## config.mk

```make
export PLATFORM = sky130hd
export DESIGN_NAME = bias_relu
export DESIGN_NICKNAME = d
export VERILOG_FILES = /design/src/renkon_fixed_pkg.sv /design/src/bias_relu.sv
export VERILOG_INCLUDE_DIRS = /design/src
export SDC_FILE = /design/constraint.sdc
export NUM_CORES = 1
export LEC_CHECK = 0
export BUFFER_PORTS_ARGS = -buffer_cell sky130_fd_sc_hd__buf_4
export CAP_MARGIN = 20
export CORE_MARGIN = 4
export CORE_UTILIZATION = 45
export DETAILED_ROUTE_END_ITERATION = 7
export PLACE_DENSITY = 0.77
export REMOVE_ABC_BUFFERS = 1
export SLEW_MARGIN = 20
export SYNTH_ARGS = -nofsm -noshare
export SYNTH_HDL_FRONTEND = slang
export SYNTH_SLANG_ARGS = --single-unit
```

## constraint.sdc

```tcl
create_clock -name clk -period 2.2 [get_ports clk]
set_input_delay 0.22 -clock clk [delete_from_list [all_inputs] [get_ports clk]]
set_output_delay 0.22 -clock clk [all_outputs]
set_load 0.03 [all_outputs]
```

## src/renkon_consts.svh

```systemverilog
`ifndef RENKON_CONSTS_SVH
`define RENKON_CONSTS_SVH

// word width; the lower half of each word is the fraction.
`define DWIDTH 16

// the filter is five pixels on a side and the tree is built for that size only.
`define FSIZE 5

// plane width in pixels; any value of 5 or more works.
`define IMG_WIDTH 8

// clocks from window register to tree output register.
`define TREE_LAT 5

`endif
```

## src/renkon_fixed_pkg.sv

```systemverilog
`include "renkon_consts.svh"

package renkon_fixed_pkg;

  // signed fixed point with DWIDTH/2 fraction bits.
  typedef logic signed [`DWIDTH-1:0] word_t;

  // full precision product of two words.
  typedef logic signed [2*`DWIDTH-1:0] prod_t;

endpackage

```

## src/bias_relu.sv

```systemverilog
`timescale 1ns/10ps
`include "renkon_consts.svh"

module bias_relu
  import renkon_fixed_pkg::*;
  ( input  logic  clk
  , input  logic  xrst
  , input  word_t fmap
  , input  word_t bias
  , input  logic  relu_en
  , output word_t out_data
  );

  word_t sum;

  assign sum = fmap + bias; // wraps like the tree sums.

  always_ff @(posedge clk) begin
    if (!xrst) begin
      out_data <= '0;
    end else if (relu_en && sum[`DWIDTH-1]) begin
      out_data <= '0;
    end else begin
      out_data <= sum;
    end
  end

endmodule

```

==> metrics.csv <==
stage,metric,value,unit
clocking,"CTS clk-pin slew, worst paths",90,ps
floorplan,die height,57.94,microns
yosys,most common library cells after synthesis,"nor2_1 (18), dfxtp_1 (16), ha_1 (15)",
clocking,# hold bufs at CTS,0,
placement,Port Buffers,50,
global_routing,initial antenna violation count,0,
layout,Area Overhead vs Synth,42.36,%
clocking,htree depth,1,
timing,Final setup viols,0,
yosys,asr flop ratio synth,0,
layout,layout cells sized above 1,0.3641,
layout,NumNets Final,236,
global_routing,largest net degree at the start of global routing,16,
setup_path,Worst Path Required,2340,ps
route,via count,1099,
route,Antenna Nets Post-Route,0,
job,Max Cap Viol,0,
timing,Worst-Margin Slew,609.4,ps
yosys,Avg Synthesized Cell Area,8.907,sq um
yosys,"EDFF count, synth",0,
yosys,Post-Synthesis Cells,126,
layout,biggest regs,out_data: 16 flops,
placement,placed cells,208,
floorplan,die footprint,0.003357,sq mm
floorplan,num rows,17,
yosys,Yosys warning count,0,
placement,Detail Placement HPWL,2313,microns
timing,RSZ-0062 raised after global routing,false,
setup_path,Max stage delay on crit path,410,ps
layout,Diodes inserted,0,
yosys,post-synthesis cell type count,35,
timing,Fin. Hold Viols,0,
yosys,post-synth top area cell,dfxtp_1,
setup_path,critical path class,in -> reg,
timing,max-slew violation count,0,
timing,Max Freq,501.4,MHz
route,Initial DRC Count,24,
route,wire length on met2,1256,microns
min_path,Hold Startpoint,xrst,
layout,post-route cell area,0.001598,sq mm
layout,area of the multi-input gates,763.2,sq um
power_and_ir_drop,P_leak,0.7835,nW
global_routing,number of global-route vias before repair,993,
setup_path,Critical Path End Type,register,
yosys,Netlist Area Pre-Place,0.001122,sq mm
clocking,Clock Tree Buf Depth,2,
layout,sequential cell area,320.3,sq um
clocking,CTS Buf Count,3,
floorplan,Core ar.,0.002297,sq mm
power_and_ir_drop,Worst VDD drop,0.0004611,V
setup_path,"Arr. time, crit path",2130,ps
yosys,synth top area cells,"dfxtp_1 (29%), ha_1 (17%), xor2_1 (6.2%), nor2_1 (6.0%), xnor2_1 (4.7%)",
global_routing,global route total overflow,0,
yosys,"count leader, synth",nor2_1,
route,top sig layer,met3,
setup_path,crit path launch type,input port,
yosys,Synth top area share,0.2854,
floorplan,Die X,57.94,microns
route,final wirelength,2633,microns
clocking,CTS root buffer,clkbuf_4,
route,Vias/cell,5.184,
setup_path,"Critical Path, Cell by Cell",buf_4 > ha_1 > fa_1 > a211oi_2 > o21ai_1 > a311oi_2 > o21ai_0 > xnor2_1 > nor2_1,
clocking,CTS tree,built,
placement,DP Area,0.001562,sq mm
clocking,buffer count from post-CTS setup fixing,0,
yosys,Yosys reg bits,16,
setup_path,"Max FO, Critical Path",3,
setup_path,slowest CP cell,fa_1,
timing,Worst slew margin,0.5927,
timing,Period minus WS final,1994,ps
layout,max reg flops,16,
global_routing,Overall Global Routing Usage,0.1557,
layout,Reg with most FFs,out_data,
setup_path,crit path launch,fmap[0],
route,mean routed wirelength per cell,12.42,microns
yosys,ys flop type,dfxtp_1,
power_and_ir_drop,power density over cell area,606.5,mW/mm^2
layout,Filler Cell Count,192,
route,TritonRoute pass-1 iters,4,
yosys,register area share after synthesis,0.2854,
global_routing,first-pass GRT wire length,4257,microns
run_status,status,finished clean,
min_path,worst hold path type,in -> reg,
floorplan,Starting Density,0.4886,
placement,Placer Congestion,0.8248,
clocking,clk sink count,16,
floorplan,IO Count,51,
timing,fin crit share,0.9066,
route,WL met3,166,microns
route,Metal-1 WL,1210,microns
layout,fin cells,212,
route,DRC viols,0,
clocking,post_cts resized,0,
-- per-stage QoR --
step                        util  setup TNS, ps  hold slack (ps)  power (mW)  setup WS, ps
final                     0.6955              0            222.3      0.9691         205.5
after global placement    0.6797         -52.77            494.5      0.7832        -37.11
after CTS                 0.6955              0            220.1      0.9722         226.1
after floorplan                -              0            372.5      0.6233         162.5
after detailed placement  0.6797         -87.07            512.9      0.7927        -61.78
after global routing      0.6955              0            212.1       1.028         76.03
-- critical path, delay by kind of cell --
kind                     cells  cell delay, ps
XOR/XNOR                     1             190
buffers and inverters        1             110
adder cells (fa/ha/maj)      2             620
AO/OA/AOI/OAI                4             930
AND/OR/NAND/NOR              1              70
-- cells by family (layout without fill, tap and decap cells) --
| logic type | count (synthesis) | in the layout | share of synthesized area |
|---|---|---|---|
| xor+xnor | 14 | 14 | 0.1093 |
| buf+inv | 7 | 65 | 0.03455 |
| simple gates | 36 | 36 | 0.1416 |
| compound gates | 37 | 37 | 0.2441 |
| fa+ha+maj | 16 | 16 | 0.1851 |
| flops | 16 | 16 | 0.2854 |
-- layer usage --
metal / vias to the layer above / GRT usage
li1: 571 / -
met1: 490 / 0.2180
met2: 38 / 0.2710
met3: 0 / 0.02004
met4: 0 / 0
met5: - / 0
-- area by class of cell --
| class | count | share of cell area |
|---|---|---|
| well taps | 28 | 0.02193 |
| flip-flops and latches | 16 | 0.2005 |
| inverters | 4 | 0.009397 |
| repair buffers | 57 | 0.2678 |
| clock buffers | 4 | 0.02271 |
| multi-input cells | 103 | 0.4777 |
-- report_power, final --
| group | internal (mW) | switching (mW) |
|---|---|---|
| clock | 0.100 | 0.0823 |
| combinational | 0.203 | 0.245 |
| sequential | 0.328 | 0.0107 |
-- worst paths after layout --
check | end | slack (ps) | cells past startpoint
setup / recovery | out_data[12]$_SDFF_PP0_ | 210 | 9
hold / removal | out_data[15]$_SDFF_PP0_ | 220 | 2
-- layout by cell type (no fill, tap or decap), types with 6 or more instances in the layout --
cell type and n:
buf_4 57, nor2_1 18, dfxtp_1 16, ha_1 15, a21oi_1 9, xor2_1 8, nand2_1 7, o21ai_0 7
xnor2_1 6
No activity file was read; power rests on OpenSTA's default activity.
