`src/renkon_consts.svh`:
```
`ifndef RENKON_CONSTS_SVH
`define RENKON_CONSTS_SVH

// word width; the lower half of each word is the fraction.
`define DWIDTH 16

// the filter is five pixels on a side and the tree is built for that size only.
`define FSIZE 5

// plane width in pixels; any value of 5 or more works.
`define IMG_WIDTH 8

// clocks from window register to tree output register.
`define TREE_LAT 5

`endif
```
`src/renkon_fixed_pkg.sv`:
```
`include "renkon_consts.svh"

package renkon_fixed_pkg;

  // signed fixed point with DWIDTH/2 fraction bits.
  typedef logic signed [`DWIDTH-1:0] word_t;

  // full precision product of two words.
  typedef logic signed [2*`DWIDTH-1:0] prod_t;

endpackage

```
`src/weight_store.sv`:
```
`timescale 1ns/10ps
`include "renkon_consts.svh"

module weight_store
  import renkon_fixed_pkg::*;
  ( input  logic  clk
  , input  logic  xrst
  , input  logic  frame_start
  , input  logic  weight_load
  , input  word_t weight_in
  , output word_t weight [`FSIZE*`FSIZE]
  , output word_t bias
  );

  localparam int NTAP = `FSIZE * `FSIZE;

  logic [4:0] load_idx;
  logic       take;

  assign take = weight_load && !frame_start && load_idx != 5'(NTAP + 1);

  always_ff @(posedge clk) begin
    if (!xrst) begin
      load_idx <= '0;
    end else if (frame_start) begin
      load_idx <= '0;
    end else if (take) begin
      load_idx <= load_idx + 1'b1; // parks at 26 once the bias is in.
    end
  end

  always_ff @(posedge clk) begin
    if (!xrst) begin
      weight <= '{default: '0};
      bias   <= '0;
    end else if (take) begin
      for (int i = 0; i < NTAP; i++) begin
        if (load_idx == 5'(i)) begin
          weight[i] <= weight_in;
        end
      end
      if (load_idx == 5'(NTAP)) begin
        bias <= weight_in;
      end
    end
  end

endmodule

```
`config.mk`:
```
export PLATFORM = sky130hd
export DESIGN_NAME = weight_store
export DESIGN_NICKNAME = d
export VERILOG_FILES = /design/src/renkon_fixed_pkg.sv /design/src/weight_store.sv
export VERILOG_INCLUDE_DIRS = /design/src
export SDC_FILE = /design/constraint.sdc
export NUM_CORES = 1
export LEC_CHECK = 0
export BUFFER_PORTS_ARGS = -buffer_cell sky130_fd_sc_hd__buf_2
export CAP_MARGIN = 30
export CORE_AREA = 5 5 190 192
export DETAILED_ROUTE_END_ITERATION = 8
export DIE_AREA = 0 0 195 197
export GPL_TIMING_DRIVEN = 0
export PLACE_DENSITY = 0.71
export SLEW_MARGIN = 20
export SYNTH_ARGS = -nofsm -noshare
export SYNTH_HDL_FRONTEND = slang
export SYNTH_SLANG_ARGS = --single-unit
export TNS_END_PERCENT = 1
```
`constraint.sdc`:
```
create_clock -name clk -period 3.93 [get_ports clk]
set_clock_uncertainty 0.15 [all_clocks]
set_input_delay 0.786 -clock clk [delete_from_list [all_inputs] [get_ports clk]]
set_output_delay 0.786 -clock clk [all_outputs]
set_load 0.01 [all_outputs]
```
==> impl_metrics.env <==
export IMPL_status="completed"
export IMPL_grt_met1_usage=0.306
export IMPL_cts_resized=0
export IMPL_use_met3=0.0756
export IMPL_r2r_cells=7
export IMPL_synthesis_area_um2=15500
export IMPL_p_leak_nw=10.1
export IMPL_nets=1965
export IMPL_drv_cap=0
export IMPL_nFillCells=2990
export IMPL_layout_commonest_cell="buf_2"
export IMPL_post_place_cells=2349
export IMPL_die_w_um=195
export IMPL_syn_to_final_growth_pct=26.8
export IMPL_grt_overflow_total=0
export IMPL_dpl_cell_area_um2=18200
export IMPL_seq_area_frac_synth=0.544
export IMPL_initial_utilization=0.453
export IMPL_synth_edff_count=0
export IMPL_worst_path_buf_inv=3
export IMPL_htreeDepth=2
export IMPL_antenna_found_initial=2
export IMPL_synth_seq_cells=421
export IMPL_cp_common_cell="clkbuf_1"
export IMPL_layout_cells_non_filler=2429
export IMPL_cp_required_ns=4.22
export IMPL_rsz0062_at_grt="false"
export IMPL_async_flop_share=0
export IMPL_ys_flop_type="dfxtp_1"
export IMPL_min_path_type="reg2reg"
export IMPL_cts_buffers_inserted=43
export IMPL_finalInstanceArea_um2=19700
export IMPL_cp_arrival_ns=2.93
export IMPL_vias=12100
export IMPL_cts_tree="built"
export IMPL_hold_buffers=0
export IMPL_finalSetupViolCount=0
export IMPL_cts_buffer_depth=3
export IMPL_fp_dieH_um=197
export IMPL_yosysUniqueCellTypes=34
export IMPL_path_delay_family="buffers and inverters"
export IMPL_setup_tns_ns=0
export IMPL_grtUsageMet2=0.414
export IMPL_crit_start="xrst"
export IMPL_io_pins=436
export IMPL_num_rows=68
export IMPL_first_iter_violations=489
export IMPL_antenna_left=0
export IMPL_core_area_um2=34200
export IMPL_layout_drive_gt1_share=0.288
export IMPL_drcViolationCount=0
export IMPL_crit_cells=5
export IMPL_worst_pin_slew_ns=0.913
export IMPL_vias_per_cell=4.98
export IMPL_wire_per_inst_um=20.3
export IMPL_clkSinkCount=421
export IMPL_syn_area_per_cell_um2=10.6
export IMPL_cpMaxStageDelayCell="clkbuf_1"
export IMPL_grt_first_pass_wirelength_mm=74.5
export IMPL_cp_max_fo=10
export IMPL_start_kind="input port"
export IMPL_first_pass_iters=5
export IMPL_final_cell_mix="439 x buf_2, 435 x nand2_1, 421 x dfxtp_1, 416 x mux2i_1, 89 x clkbuf_1"
export IMPL_finalCritPeriodShare=0.672
export IMPL_setup_worst_path_end="weight[205]"
export IMPL_vdd_drop_max_uv=367
export IMPL_clock_latency_ns=0.54
export IMPL_place_hpwl_mm=36.2
export IMPL_period_needed_ns=2.64
export IMPL_top_usage_layer="met2"
export IMPL_synth_cells=1460
export IMPL_slowest_delay_ns=0.58
export IMPL_gp_congestion=0.847
export IMPL_hold_violations=0
export IMPL_syn_num_nets=1486
export IMPL_max_freq_ghz=0.379
export IMPL_ys_warn_count=0
export IMPL_clkSlewWorstSetupHoldPaths_ns=0.06
export IMPL_grt_max_degree=15
export IMPL_path_class="in2reg"
export IMPL_power_total_mw=8.66
export IMPL_rr_endpoint="weight[38]"
export IMPL_port_buffers=434
export IMPL_grt_pass1_vias=12400
export IMPL_utilization=0.575
export IMPL_drv_slew=0
export IMPL_ff2ff_setup_slack_ns=1.73
export IMPL_dieArea_um2=38400
export IMPL_critPathCaptureType="flip-flop"
export IMPL_grt_use_total=0.246
export IMPL_clockRootBuffer="clkbuf_16"
export IMPL_cts_setup_buffers=0
export IMPL_cp_cell_sequence="buf_2 -> clkbuf_1 -> nand2_1 -> clkbuf_1 -> mux2i_1"
export IMPL_wl_mm=49.3
export IMPL_p_per_area_nw_per_um2=441
export IMPL_slew_headroom=0.391
export IMPL_r2r_start="load_idx[0]"
## worst register-to-register path: cells and delay by family (launching register included)
| kind | cells | cell delay [ns] |
|---|---|---|
| AND/OR/NAND/NOR | 2 | 0.53 |
| buffers and inverters | 3 | 0.51 |
| flip-flops | 1 | 0.37 |
| adder cells (fa/ha/maj) | 1 | 0.34 |
| multiplexers | 1 | 0.22 |
## state kept, by name (all words and copies together) (netlist names)
signal / flops
bias: 16
load_idx: 5
weight: 400
## through the flow
step / hold slack [ns] / setup WS [ns]
final: 0.303 / 1.29
after global routing: 0.314 / 1.21
after global placement: 0.289 / 0.747
after CTS: 0.304 / 1.28
after detailed placement: 0.294 / 0.714
after floorplan: 0.329 / 1.91
## cell families after synthesis
| kind of cell | Yosys count | share of synthesized area |
|---|---|---|
| buffers and inverters | 128 | 0.0496 |
| AND/OR/NAND/NOR | 481 | 0.130 |
| AO/OA/AOI/OAI | 7 | 0.00226 |
| adder cells (fa/ha/maj) | 6 | 0.00484 |
| multiplexers | 416 | 0.269 |
| flip-flops | 421 | 0.544 |
| XOR/XNOR | 1 | 0.000565 |
## worst min path at each step
stage / from / end / cells past startpoint
floorplan: weight[144] / weight[144] / 2
global placement: weight[193] / weight[193] / 2
detailed placement: weight[197] / weight[197] / 2
CTS: weight[56] / weight[56] / 2
global route: weight[188] / weight[188] / 2
finish: weight[64] / weight[64] / 2
## report_power, final
| part | internal, mW | switching [mW] | leakage [nW] | total [mW] |
|---|---|---|---|---|
| Combinational | 0.0606 | 0.234 | 6.02 | 0.294 |
| Clock | 2.40 | 1.68 | 0.695 | 4.08 |
| Sequential | 4.28 | 0.00768 | 3.39 | 4.29 |
## layout make-up
type | count | area, um2 | share of cell area
timing repair buffer | 434 | 2170 | 0.110
tap | 455 | 569 | 0.0290
multi-input combinational | 911 | 6300 | 0.321
antenna | 2 | 5.00 | 0.000255
inverter | 3 | 11.3 | 0.000573
clock buffer | 70 | 1340 | 0.0682
buffer | 125 | 758 | 0.0386
sequential | 421 | 8430 | 0.429
clock inverter | 8 | 75.1 | 0.00382
## Yosys cell counts (3+ instances only)
cell type	instances	area (um2)
clkbuf_1	76	285
mux2i_1	416	4160
a21oi_1	4	20.0
buf_4	18	135
dfxtp_1	421	8430
buf_6	20	225
and3_1	10	62.6
buf_2	5	25.0
nand2_1	435	1630
buf_12	4	80.1
nand2_2	12	75.1
and4bb_4	4	65.1
inv_1	3	11.3
o21ai_0	3	15.0
ha_1	6	75.1
## routing by layer
metal	routed length (um)	vias to the layer above
li1	-	5769
met1	20600	5821
met2	23300	405
met3	4060	90
met4	1310	0
met5	0	-
(Power assumes the default switching activity.)
