$ cat config.mk
export PLATFORM = sky130hd
export DESIGN_NAME = conv_window5
export DESIGN_NICKNAME = d
export VERILOG_FILES = /design/src/renkon_fixed_pkg.sv /design/src/conv_window5.sv
export VERILOG_INCLUDE_DIRS = /design/src
export SDC_FILE = /design/constraint.sdc
export NUM_CORES = 1
export LEC_CHECK = 0
export BUFFER_PORTS_ARGS = -buffer_cell sky130_fd_sc_hd__buf_2
export CAP_MARGIN = 20
export CORE_ASPECT_RATIO = 1.5
export CORE_MARGIN = 5
export CORE_UTILIZATION = 55
export CTS_BUF_LIST = sky130_fd_sc_hd__clkbuf_8
export CTS_CLUSTER_DIAMETER = 50
export DETAILED_ROUTE_END_ITERATION = 12
export PLACE_DENSITY = 0.77
export SKIP_CTS_REPAIR_TIMING = 1
export SLEW_MARGIN = 20
export SYNTH_ARGS = -nofsm -noshare
export SYNTH_HDL_FRONTEND = slang
export SYNTH_SLANG_ARGS = --single-unit
$ cat constraint.sdc
create_clock -name clk -period 8 [get_ports clk]
set_clock_uncertainty 0.15 [all_clocks]
set_input_delay 1.6 -clock clk [delete_from_list [all_inputs] [get_ports clk]]
set_output_delay 1.6 -clock clk [all_outputs]
set_load 0.01 [all_outputs]
$ cat src/renkon_consts.svh
`ifndef RENKON_CONSTS_SVH
`define RENKON_CONSTS_SVH

// word width; the lower half of each word is the fraction.
`define DWIDTH 16

// the filter is five pixels on a side and the tree is built for that size only.
`define FSIZE 5

// plane width in pixels; any value of 5 or more works.
`define IMG_WIDTH 8

// clocks from window register to tree output register.
`define TREE_LAT 5

`endif
$ cat src/renkon_fixed_pkg.sv
`include "renkon_consts.svh"

package renkon_fixed_pkg;

  // signed fixed point with DWIDTH/2 fraction bits.
  typedef logic signed [`DWIDTH-1:0] word_t;

  // full precision product of two words.
  typedef logic signed [2*`DWIDTH-1:0] prod_t;

endpackage

$ cat src/conv_window5.sv
`timescale 1ns/10ps
`include "renkon_consts.svh"

module conv_window5
  import renkon_fixed_pkg::*;
  ( input  logic  clk
  , input  logic  xrst
  , input  logic  frame_start
  , input  logic  pixel_en
  , input  word_t pixel_in
  , output word_t window [`FSIZE*`FSIZE]
  );

  localparam int AW = $clog2(`IMG_WIDTH);

  word_t          line_buf [`FSIZE-1][`IMG_WIDTH];
  word_t          tap      [`FSIZE-1];
  word_t          newest   [`FSIZE];
  word_t          win      [`FSIZE][`FSIZE];
  logic [AW-1:0]  wr_idx;
  logic           shift;

  assign shift = pixel_en && !frame_start;

  // buffer k returns the pixel from k+1 lines above the incoming one.
  for (genvar k = 0; k < `FSIZE-1; k++) begin : g_tap
    assign tap[k]                = line_buf[k][wr_idx];
    assign newest[`FSIZE-2-k]    = tap[k];
  end
  assign newest[`FSIZE-1] = pixel_in; // bottom row takes the live pixel.

  // window index is row*5+col with row 0 the oldest line and col 4 the newest pixel.
  for (genvar r = 0; r < `FSIZE; r++) begin : g_row
    for (genvar c = 0; c < `FSIZE; c++) begin : g_col
      assign window[r*`FSIZE+c] = win[r][c];
    end
  end

  always_ff @(posedge clk) begin
    if (!xrst) begin
      wr_idx <= '0;
    end else if (frame_start) begin
      wr_idx <= '0;
    end else if (shift) begin
      wr_idx <= (wr_idx == AW'(`IMG_WIDTH-1)) ? '0 : wr_idx + 1'b1;
    end
  end

  always_ff @(posedge clk) begin
    if (shift) begin
      line_buf[0][wr_idx] <= pixel_in;
      for (int k = 1; k < `FSIZE-1; k++) begin
        line_buf[k][wr_idx] <= tap[k-1];
      end
    end
  end

  always_ff @(posedge clk) begin
    if (!xrst) begin
      win <= '{default: '0};
    end else if (shift) begin
      for (int r = 0; r < `FSIZE; r++) begin
        for (int c = 0; c < `FSIZE-1; c++) begin
          win[r][c] <= win[r][c+1];
        end
        win[r][`FSIZE-1] <= newest[r];
      end
    end
  end

endmodule

==> impl_results.md <==
- Max-cap viol count: 0
- Die span in y: 316 µm
- Slew Limit Fails: 0
- DP Wirelength: 55000 µm
- Root Driver: clkbuf_8
- RSZ-0062 raised after global routing: no
- Final Cycle Share: 52.5%
- Worst rel slew slack: 21.0%
- Nets: 3040
- Setup tns final: 0 ns
- YS warnings: 0
- GP Congestion: 0.879
- Worst-Skew Late Latency: 0.74 ns
- Synth unique cells: 52
- Worst slew pin tran: 1.19 ns
- Chip width: 214 µm
- Ports: 420
- Total iterations of the first detailed-routing run: 6
- Pwr/cell area: 226 nW/µm²
- CTS buffer count: 120
- Crit end category: register
- Syn nets: 2659
- Min setup slack post-route: 3.80 ns
- WL final: 87800 µm
- Mapped Area: 34300 µm²
- Worst EP arrival: 4.45 ns
- Routed len/inst: 22.4 µm
- H-Tree Depth: 3
- Max Root-Sink Buffers: 3
- Final hold viol count: 0
- Flip-flop and latch count after synthesis: 915
- Average size of a mapped cell: 13.0 µm²
- Share of cells above drive strength 1: 25.2%
- CP startpoint kind: register
- Number of synthesized flops with an enable pin: 512
- Initial Util: 55.3%
- Total power: 8.84 mW
- DR vias: 22.7k
- Worst-path maximum fanout: 60
- Post-synthesis sequential area ratio: 68.3%
- I/O Buffers: 419
- Post-DRT Antenna Nets: 0
- Endpoints failing setup: 0
- Largest net degree at the start of global routing: 232
- Total global-route track usage: 24.8%
- Fmax: 238 MHz
- CTS tree: done
- Area Overhead vs Synth: 14.1%
- Worst setup path class: reg -> reg
- Initial antenna violation count: 2
- Die area: 67600 µm²
- First-pass GRT wire length: 132000 µm
- Placed standard-cell area: 36800 µm²
- Critical Path RT: 8.25 ns
- Global route total overflow: 0
- Design Area, Final: 39200 µm²
- DRC: 0
- Vias in the first global route: 22.0k
- Clk sinks: 915
- Most used DFF post-synth: edfxtp_1
- Num rows: 112
- IR drop worst, VDD: 0.000134 V
- Fillers: 4524
- Ys async rst share: 0%
- Final min period: 4.20 ns
- Status: complete, no violations
- Most frequent cells in the layout: 677 x nand2_1, 512 x edfxtp_1, 418 x buf_2
- Placement Setup Slack: 3.78 ns
- Vias per cell: 5.78
- Hold WC Path Type: reg -> reg
- Detailed Route Iter0 Violations: 2267
- Clock transition at the registers of the reported paths: 0.07 ns
- Lkg Pwr: 14.0 nW
- Commonest non-fill, non-tap cell in the layout: nand2_1
- Core area: 62100 µm²
- Mapped Cells: 2637
[synthesized netlist by cell type, types with 3 or more instances]
| cell | n | area, µm² |
|---|---|---|
| nor3_1 | 7 | 35.0 |
| nor2_1 | 12 | 45.0 |
| a221o_1 | 3 | 30.0 |
| nor2b_1 | 12 | 75.1 |
| a21boi_0 | 335 | 2510 |
| o21ai_0 | 20 | 100 |
| buf_8 | 5 | 75.1 |
| a221oi_1 | 8 | 70.1 |
| a311oi_1 | 4 | 35.0 |
| o22ai_1 | 48 | 300 |
| a22oi_1 | 3 | 22.5 |
| dfxtp_1 | 403 | 8070 |
| a211oi_2 | 7 | 87.6 |
| clkbuf_1 | 79 | 297 |
| mux2_2 | 103 | 1160 |
| buf_6 | 11 | 124 |
| nand3b_1 | 6 | 45.0 |
| a22o_1 | 49 | 429 |
| o2bb2ai_1 | 7 | 61.3 |
| edfxtp_1 | 512 | 15400 |
| nand2_1 | 678 | 2540 |
| nand2b_1 | 5 | 31.3 |
| buf_4 | 6 | 45.0 |
| a21oi_1 | 18 | 90.1 |
| a221oi_2 | 41 | 616 |
| a211oi_1 | 9 | 67.6 |
| mux2i_1 | 122 | 1220 |
| buf_2 | 85 | 425 |
| a31oi_1 | 7 | 43.8 |
[report_power, final]
| part | internal [mW] | switching (mW) | leakage (nW) |
|---|---|---|---|
| Combinational | 0.119 | 0.279 | 4.69 |
| Clock | 1.68 | 1.68 | 1.40 |
| Sequential | 5.04 | 0.0497 | 7.88 |
[metal layers]
| layer | GRT usage, % | up-vias | wire length, µm |
|---|---|---|---|
| met4 | 9.93 | 2 | 3270 |
| met3 | 4.36 | 182 | 6600 |
| li1 | - | 10300 | - |
| met2 | 43.2 | 1027 | 43900 |
| met5 | 0 | - | 17 |
| met1 | 31.1 | 11200 | 34000 |
[final cells by class]
| cell class | instances | area, µm² | share of cell area, % |
|---|---|---|---|
| multi-input cells | 1531 | 9980 | 25.5 |
| flip-flops and latches | 915 | 23400 | 59.9 |
| clock buffers | 145 | 2000 | 5.09 |
| diodes | 1 | 2.50 | 0.00639 |
| clock inverters | 81 | 395 | 1.01 |
| well taps | 798 | 998 | 2.55 |
| repair buffers | 448 | 2350 | 6.00 |
| inverters | 2 | 7.51 | 0.0192 |
[flip-flops by register name (all words and copies together), names as in the netlist]
name and flops:
line_buf 512, window 400, wr_idx 3
[worst max-delay path, cell delays in order, from the launching register on]
cell      delay [ns]
dfxtp_4         0.77
buf_4           0.80
buf_4           0.80
mux2_2          0.29
o22ai_1         0.10
a221oi_2        0.79
[final timing paths]
kind | depth (start not counted) | slack (ns) | end | start
worst max-delay path | 5 | 3.80 | line_buf[1][17] | wr_idx[1]
worst min-delay path | 2 | 0.30 | window[336] | window[320]
worst max register to register | 5 | 3.80 | line_buf[1][17] | wr_idx[1]
worst min register to register | 2 | 0.30 | window[336] | window[320]
[cells by family (layout without fill, tap and decap cells)]
family	count (synthesis)	in the layout	synth area share, %
mux	229	229	7.14
flops	915	915	68.3
fa+ha+maj	2	2	0.0729
compound gates	572	572	13.3
other cells	0	1	0
buf+inv	191	676	2.92
simple gates	728	728	8.25
[metrics by stage]
stage	hold WS (ns)	utilization (%)	instances
6_report	0.301	63.1	3921
5_1_grt	0.330	63.1	3921
4_1_cts	0.298	63.1	3920
3_5_place_dp	0.307	59.2	3694
3_3_place_gp	0.299	59.2	3694
2_1_floorplan	0.337	-	2637
Note: power is estimated with default switching activity, not from simulation.
