--- src/renkon_consts.svh ---
`ifndef RENKON_CONSTS_SVH
`define RENKON_CONSTS_SVH

// word width; the lower half of each word is the fraction.
`define DWIDTH 16

// the filter is five pixels on a side and the tree is built for that size only.
`define FSIZE 5

// plane width in pixels; any value of 5 or more works.
`define IMG_WIDTH 8

// clocks from window register to tree output register.
`define TREE_LAT 5

`endif
--- src/renkon_ctrl_pkg.sv ---
package renkon_ctrl_pkg;

  // the controller waits in idle until the first frame_start.
  typedef enum logic {
    idle,
    run
  } ctrl_state_t;

  typedef logic [15:0] pos_t;

endpackage

--- src/conv_ctrl.sv ---
`timescale 1ns/10ps
`include "renkon_consts.svh"

module conv_ctrl
  import renkon_ctrl_pkg::*;
  ( input  logic clk
  , input  logic xrst
  , input  logic frame_start
  , input  logic pixel_en
  , output logic out_valid
  );

  ctrl_state_t          state;
  pos_t                 row;
  pos_t                 col;
  logic                 take;
  logic                 win_valid;
  logic [`TREE_LAT:0]   valid_sr;

  assign take      = pixel_en && !frame_start && state == run;
  assign out_valid = valid_sr[`TREE_LAT];

  always_ff @(posedge clk) begin
    if (!xrst) begin
      state <= idle;
    end else if (frame_start) begin
      state <= run;
    end
  end

  // row and col point at the pixel being taken.
  always_ff @(posedge clk) begin
    if (!xrst) begin
      row <= '0;
      col <= '0;
    end else if (frame_start) begin
      row <= '0;
      col <= '0;
    end else if (take) begin
      if (col == pos_t'(`IMG_WIDTH-1)) begin
        col <= '0;
        row <= row + 1'b1;
      end else begin
        col <= col + 1'b1;
      end
    end
  end

  // flag lines up with the window register, then rides along the tree and bias stage.
  always_ff @(posedge clk) begin
    if (!xrst) begin
      win_valid <= 1'b0;
      valid_sr  <= '0;
    end else begin
      win_valid <= take && row >= pos_t'(`FSIZE-1) && col >= pos_t'(`FSIZE-1);
      valid_sr  <= {valid_sr[`TREE_LAT-1:0], win_valid};
    end
  end

endmodule

--- config.mk ---
export PLATFORM = sky130hd
export DESIGN_NAME = conv_ctrl
export DESIGN_NICKNAME = d
export VERILOG_FILES = /design/src/renkon_ctrl_pkg.sv /design/src/conv_ctrl.sv
export VERILOG_INCLUDE_DIRS = /design/src
export SDC_FILE = /design/constraint.sdc
export NUM_CORES = 1
export LEC_CHECK = 0
export ABC_AREA = 1
export BUFFER_PORTS_ARGS = -buffer_cell sky130_fd_sc_hd__buf_2
export CORE_MARGIN = 10
export CORE_UTILIZATION = 30
export CTS_CLUSTER_DIAMETER = 200
export CTS_CLUSTER_SIZE = 40
export DETAILED_ROUTE_END_ITERATION = 16
export PLACE_DENSITY = 0.43
export SYNTH_ARGS = -nofsm -noshare
export SYNTH_HDL_FRONTEND = slang
export SYNTH_SLANG_ARGS = --single-unit
--- constraint.sdc ---
create_clock -name clk -period 3.1 [get_ports clk]
set_input_delay 0.465 -clock clk [delete_from_list [all_inputs] [get_ports clk]]
set_output_delay 0.465 -clock clk [all_outputs]
set_load 0.02 [all_outputs]
==> impl_metrics.json, run 1 <==
{
  "status": "complete, no violations",
  "slowest_delay_ns": 0.38,
  "powerDensity_nw_per_um2": 410,
  "crit_path_end_kind": "flop",
  "synth_area_leaders": "dfxtp_1, nand2_1, nor2_1, inv_1, a21oi_2",
  "vdd_drop_max_mv": 0.174,
  "final_antenna_net_count": 0,
  "cp.required_ns": 3.31,
  "antennaDiodeCount": 0,
  "p_leak_nw": 0.860,
  "cts_sinks": 40,
  "via_count": 1792,
  "synth_cell_types": 29,
  "grt_max_degree": 22,
  "finClkSkew_ns": 0.0119,
  "core_um2": 6870,
  "cts_post_setup_buffers_inserted": 0,
  "overflow": 0,
  "routabilityCongestion": 0.746,
  "drive_gt1_share_pct": 17.0,
  "maxCapViolations": 0,
  "routed_via_density": 4.34,
  "syn_area_um2": 2140,
  "hp-class": "reg2reg",
  "ys_seq_elements": 40,
  "setup_viol": 0,
  "clkLatencyLatePin_ns": 0.29,
  "io_pins": 5,
  "start_util_pct": 31.1,
  "hold_path_end": "valid_sr[4]",
  "rsz0062_at_grt": "false",
  "timing_worst_setup_path_type": "reg2reg",
  "drc": 0,
  "antenna_found_initial": 0,
  "reg2regPathDepth": 7,
  "first_pass_iters": 4,
  "die_area_um2": 10900,
  "start_kind": "flop",
  "syn_avg_cell_area_um2": 6.90,
  "async_reset_ff_share_pct": 0,
  "setup_tns_ns": 0,
  "yosysWarnings": 0,
  "nets": 324,
  "synthCells": 310,
  "crit_slowest_cell": "dfxtp_1",
  "cts_tree": "done",
  "final_max_slew_viol_count": 0,
  "hpwl_mm": 3.21,
  "synth-edff-count": 0,
  "cts_resized": 0,
  "r2r_slack_ns": 1.39,
  "crit_chain": "ha_1 > nand3_1 > nor2_2 > nand3_4 > clkinv_2 > nand2_1 > a21oi_1",
  "worstPathMaxFanout": 18,
  "postCtsHoldBufs": 0,
  "min_path_cells": 2,
  "clock_path_buffers": 2,
  "max_slew_margin_pct": 38.8,
  "cts_buffers": 5,
  "ys_seq_area_share_pct": 37.4,
  "h-tree-depth": 2,
  "synthTopCellsByCount": "nand2_1, nor2_1, dfxtp_1, inv_1, nand3_1",
  "synth_largest_area_cell": "dfxtp_1",
  "post_drt_wl_per_cell_um": 10.8,
  "final.min_clock_period_ns": 1.71,
  "finalWirelength_mm": 4.47,
  "hold_viol": 0,
  "fin_util_pct": 34.3,
  "syn_to_final_growth_pct": 10.2,
  "hp-start": "valid_sr[3]",
  "post-route-period-util_pct": 55.1,
  "tightest_slew_ns": 0.917,
  "io_buffers": 4,
  "num_rows": 30,
  "clk_pin_slew_ns": 0.08,
  "timing.fmax_mhz": 585,
  "globalRouteTotalUtil_pct": 8.35,
  "die_x_um": 104,
  "r2r_start": "col[1]",
  "synth_most_common_cell": "nand2_1",
  "grt_pass1_wl_mm": 7.68,
  "synth_nets": 318,
  "synthFlopType": "dfxtp_1",
  "clock-root-buffer": "clkbuf_8",
  "crit_arrival_ns": 1.92,
  "grt_pass1_vias": 1605,
  "synth_top_area_share_pct": 37.4,
  "r2r_end": "row[6]",
  "drtIter0Drc": 89,
  "die_y_um": 104
}
-- worst max path at each step --
stage,start,to,cells after the start
after global placement,xrst,col[2],5
final,col[1],row[6],7
after CTS,col[1],row[9],7
after global routing,col[0],row[10],7
after floorplan,col[0],row[8],8
after detailed placement,xrst,col[2],5
-- metrics by stage --
stage	power (W)	instances	worst slack [ns]	instance area, um^2	hold WS, ns
global route	0.00100	413	1.19	2360	0.442
finish	0.000966	413	1.39	2360	0.420
CTS	0.000985	413	1.37	2360	0.424
detailed placement	0.000548	405	1.28	2250	0.402
global placement	0.000548	405	1.25	2250	0.393
floorplan	0.000542	310	1.76	2140	0.390
-- worst max-delay path: cells and delay by family, from the launching register on --
family	cells	cell delay, ns
flip-flops	1	0.38
AO/OA/AOI/OAI	1	0.14
AND/OR/NAND/NOR	4	0.57
adder cells (fa/ha/maj)	1	0.21
buffers and inverters	1	0.33
-- per-layer routing --
metal / wire, um / GRT usage (%)
met5: 0 / 0
met4: 65 / 2.98
met3: 178 / 2.42
met2: 1900 / 12.6
met1: 2330 / 10.9
-- sequential cells by signal (all words and copies together) (netlist names) --
signal / flops
state: 1
col: 16
win_valid: 1
row: 16
valid_sr: 6
-- cells by family (layout without fill, tap and decap cells) --
logic type	Yosys count	count (layout)	share of synthesized area, %
and+or+nand+nor	181	181	38.4
adders and majority gates	4	4	2.34
xor gates and xnor gates	10	10	4.09
AOI/OAI and AO/OA	29	29	8.89
buffers and inverters	46	53	8.83
DFF	40	40	37.4
-- layout by cell type (no fill, tap or decap), types with 4 or more instances in the layout --
| cell type | Yosys | routed |
|---|---|---|
| nand2_1 | 82 | 82 |
| a21oi_2 | 10 | 10 |
| clkbuf_8 | 0 | 5 |
| nor2_1 | 42 | 42 |
| ha_1 | 4 | 4 |
| nand4_1 | 6 | 6 |
| xor2_1 | 7 | 7 |
| a21oi_1 | 10 | 10 |
| inv_1 | 32 | 32 |
| nor2_2 | 5 | 5 |
| inv_2 | 8 | 8 |
| nand3_1 | 17 | 17 |
| nor3_1 | 7 | 7 |
| dfxtp_1 | 40 | 40 |
| nand2_2 | 13 | 13 |
| buf_2 | 3 | 4 |
-- final cells by class --
| cell class | instances | area, um^2 |
|---|---|---|
| fillers | 753 | 4510 |
| multi-input cells | 224 | 1150 |
| flip-flops and latches | 40 | 801 |
| inverters | 41 | 155 |
| well taps | 96 | 120 |
| clock buffers | 5 | 68.8 |
| clock inverters | 3 | 42.5 |
| repair buffers | 4 | 20.0 |
-- power breakdown --
part           switching (W)  internal [W]
registers         0.00000107      0.000515
clock network       0.000192      0.000238
logic              0.0000158    0.00000442
Note: power is estimated with default switching activity, not from simulation.
==> inputs of run 2 (changes only) <==
- ABC_AREA: 1 -> 0
- clock period: 3.1 -> 1.7 ns (I/O delays scaled with it)
==> run 2 against run 1 <==
Against the previous run:
- cell count decreased by 19%
- via count fell by 1.1%
- fmax rose by 0.12%
- setup slack got worse by 1.4 ns
- area after synthesis is 12% lower
- largest cell class unchanged
- register-to-register slack worse by 1.4 ns
- non-clock buffer count rose by 41
- clock power up 85%
- sequential cell count stayed put
- the run now ends with setup timing left
- critical path depth decreased by 2
- clock skew is 0.0062 ns lower
- sequential power rose by 82%
==> impl_metrics.json, run 2 <==
{
  "status": "complete, but fails checks",
  "failed_checks": "setup timing",
  "grt_pass1_vias": 1659,
  "synthSimpleGateAreaFrac_pct": 32.2,
  "io_pins": 5,
  "cp.required_ns": 1.93,
  "crit_chain": "nor4_4 > nand4_1 > buf_6 > or4_1 > a21oi_1",
  "layout_common_cells": "buf_4, dfxtp_1, a21oi_1",
  "via_count": 1772,
  "grt_max_degree": 27,
  "crit_slowest_cell": "or4_1",
  "clk_pin_slew_ns": 0.09,
  "globalRouteTotalUtil_pct": 9.37,
  "synthCells": 217,
  "antenna_found_initial": 0,
  "clock-root-buffer": "clkbuf_8",
  "timing_worst_setup_path_type": "reg2reg",
  "hold_viol": 0,
  "synth_top_family_by_area": "simple AND/OR/NAND/NOR gates",
  "synth_cell_types": 34,
  "nets": 268,
  "r2r_slack_ns": -0.007,
  "syn_area_um2": 1890,
  "clkLatencyLatePin_ns": 0.30,
  "post-route-period-util_pct": 100,
  "cts_buffers": 5,
  "ys_seq_elements": 40,
  "synth-edff-count": 0,
  "setup_tns_ns": -0.00666,
  "hp-class": "in2reg",
  "p_leak_nw": 0.838,
  "crit_path_start": "col[14]",
  "worstPathMaxFanout": 26,
  "synthMuxAreaShare_pct": 0,
  "cts_sinks": 40,
  "rsz0062_at_grt": "true",
  "powerDensity_nw_per_um2": 737,
  "first_pass_iters": 4,
  "routabilityCongestion": 0.702,
  "synth_compound_area_share_pct": 14.7,
  "cts_tree": "done",
  "start_util_pct": 31.4,
  "maxCapViolations": 0,
  "synthTopCellsByCount": "dfxtp_1, a21oi_1, nand3_1, nor2_1, or4_1",
  "tightest_slew_ns": 0.433,
  "switching_share_pct": 21.8,
  "synth_area_leaders": "dfxtp_1, a21oi_1, or4_1, o31ai_1, nand3_1",
  "core_um2": 6030,
  "fill_cells": 628,
  "antennaDiodeCount": 0,
  "seqCellArea_um2": 803,
  "power_frac_comb_pct": 2.4,
  "yosysWarnings": 0,
  "syn_avg_cell_area_um2": 8.72,
  "synth_nets": 225,
  "num_rows": 28,
  "die_y_um": 99.4,
  "drc": 0,
  "synth_largest_area_cell": "dfxtp_1",
  "total_power_w": 0.00178,
  "grt_pass1_wl_mm": 7.74,
  "synth_top_area_share_pct": 42.3,
  "seq_power_share_pct": 52.8,
  "async_reset_ff_share_pct": 0,
  "top_regs": "col: 16 flops, row: 16 flops, valid_sr: 6 flops",
  "p_sw_w": 0.000388,
  "post_drt_wl_per_cell_um": 13.6,
  "r2r_start": "col[14]",
  "multi_input_area_um2": 1050,
  "vdd_drop_max_mv": 0.410,
  "pwr-share-clk_pct": 44.8,
  "intPower_w": 0.00139,
  "max_slew_margin_pct": 70.9,
  "layout_commonest_cell": "buf_4",
  "die_area_um2": 9880,
  "final_max_slew_viol_count": 0,
  "clock_path_buffers": 2,
  "final.min_clock_period_ns": 1.71,
  "hp-start": "xrst",
  "die_x_um": 99.4,
  "synthFlopType": "dfxtp_1",
  "start_kind": "flop",
  "final_antenna_net_count": 0,
  "h-tree-depth": 2,
  "routed_via_density": 5.27,
  "slowest_delay_ns": 0.51,
  "synth_most_common_cell": "dfxtp_1",
  "timing.fmax_mhz": 586,
  "crit_path_end_kind": "flop",
  "finClkSkew_ns": 0.00565,
  "drive_gt1_share_pct": 24.9,
  "finalWirelength_mm": 4.56,
  "hpwl_mm": 3.30,
  "synth_xor_area_share_pct": 4.17,
  "fin_ws_ns": -0.00666,
  "drtIter0Drc": 117,
  "io_buffers": 4,
  "syn_to_final_growth_pct": 27.6,
  "synth-adder-area-share_pct": 2.65,
  "crit_arrival_ns": 1.93,
  "ys_seq_area_share_pct": 42.3,
  "overflow": 0,
  "setup_viol": 1
}
==> run 2: changes by cell type in the layout (fill, tap and decap cells not counted), sizes merged, moves of 7 or more <==
cell and delta:
nor2 -36, buf +41, o31ai +13, or4 +14, nand2 -85, inv -33
and2 +7
==> run 2: worst max-delay path: cells and delay by family, from the launching register on <==
| family | cells | cell delay, ns |
|---|---|---|
| and+or+nand+nor | 3 | 0.94 |
| DFF | 1 | 0.34 |
| buffers and inverters | 1 | 0.20 |
| AOI/OAI and AO/OA | 1 | 0.16 |
==> run 2: area by class of cell <==
class / instances / area share [%]
tap: 75 / 3.89
multi-input combinational: 161 / 43.4
clock inverter: 3 / 1.76
sequential: 40 / 33.3
inverter: 7 / 1.09
clock buffer: 5 / 2.85
timing repair buffer: 45 / 13.7
==> run 2: per-layer routing <==
metal	global-route usage [%]	share of wire [%]
met2	14.2	44
met5	0	0
met1	12.3	51
met3	2.49	3.5
met4	3.64	1.3
==> run 2: power by group through the flow <==
stage	sequential, W	combinational (W)	clock [W]
after floorplan	0.000963	0.0000170	0
after global placement	0.000961	0.0000437	0
after detailed placement	0.000962	0.0000431	0
after CTS	0.000939	0.0000434	0.000822
after global routing	0.000940	0.0000479	0.000852
final	0.000939	0.0000432	0.000796
==> run 2: final timing paths <==
kind | endpoint | cells past startpoint
max | row[13] | 5
min | state | 2
min reg2reg | valid_sr[1] | 1
max reg2reg | row[13] | 5
==> run 2: cell families (layout without fill, tap and decap cells) <==
group,after synthesis,count (layout)
fa+ha+maj,4,4
flops,40,40
simple gates,101,101
buf+inv,16,60
xor+xnor,9,9
compound gates,47,47
==> run 2: what timing repair did <==
action | in CTS | in global routing
resized for setup | 3 | 6
hold buffers | 0 | 0
setup endpoints to repair | 16 | 23
pin swaps | 1 | 2
setup buffers | 0 | 0
endpoints found under the hold margin | 0 | 0
==> run 2: stage by stage <==
stage	hold WS (ns)	instance area, um^2	util, %	instances	setup WS (ns)
floorplan	0.365	1890	-	217	0.0319
global placement	0.415	2270	37.6	328	-0.0444
detailed placement	0.419	2270	37.6	328	-0.0673
CTS	0.244	2390	39.7	336	-0.0206
global route	0.258	2410	40.1	336	-0.123
finish	0.249	2410	40.1	336	-0.00666
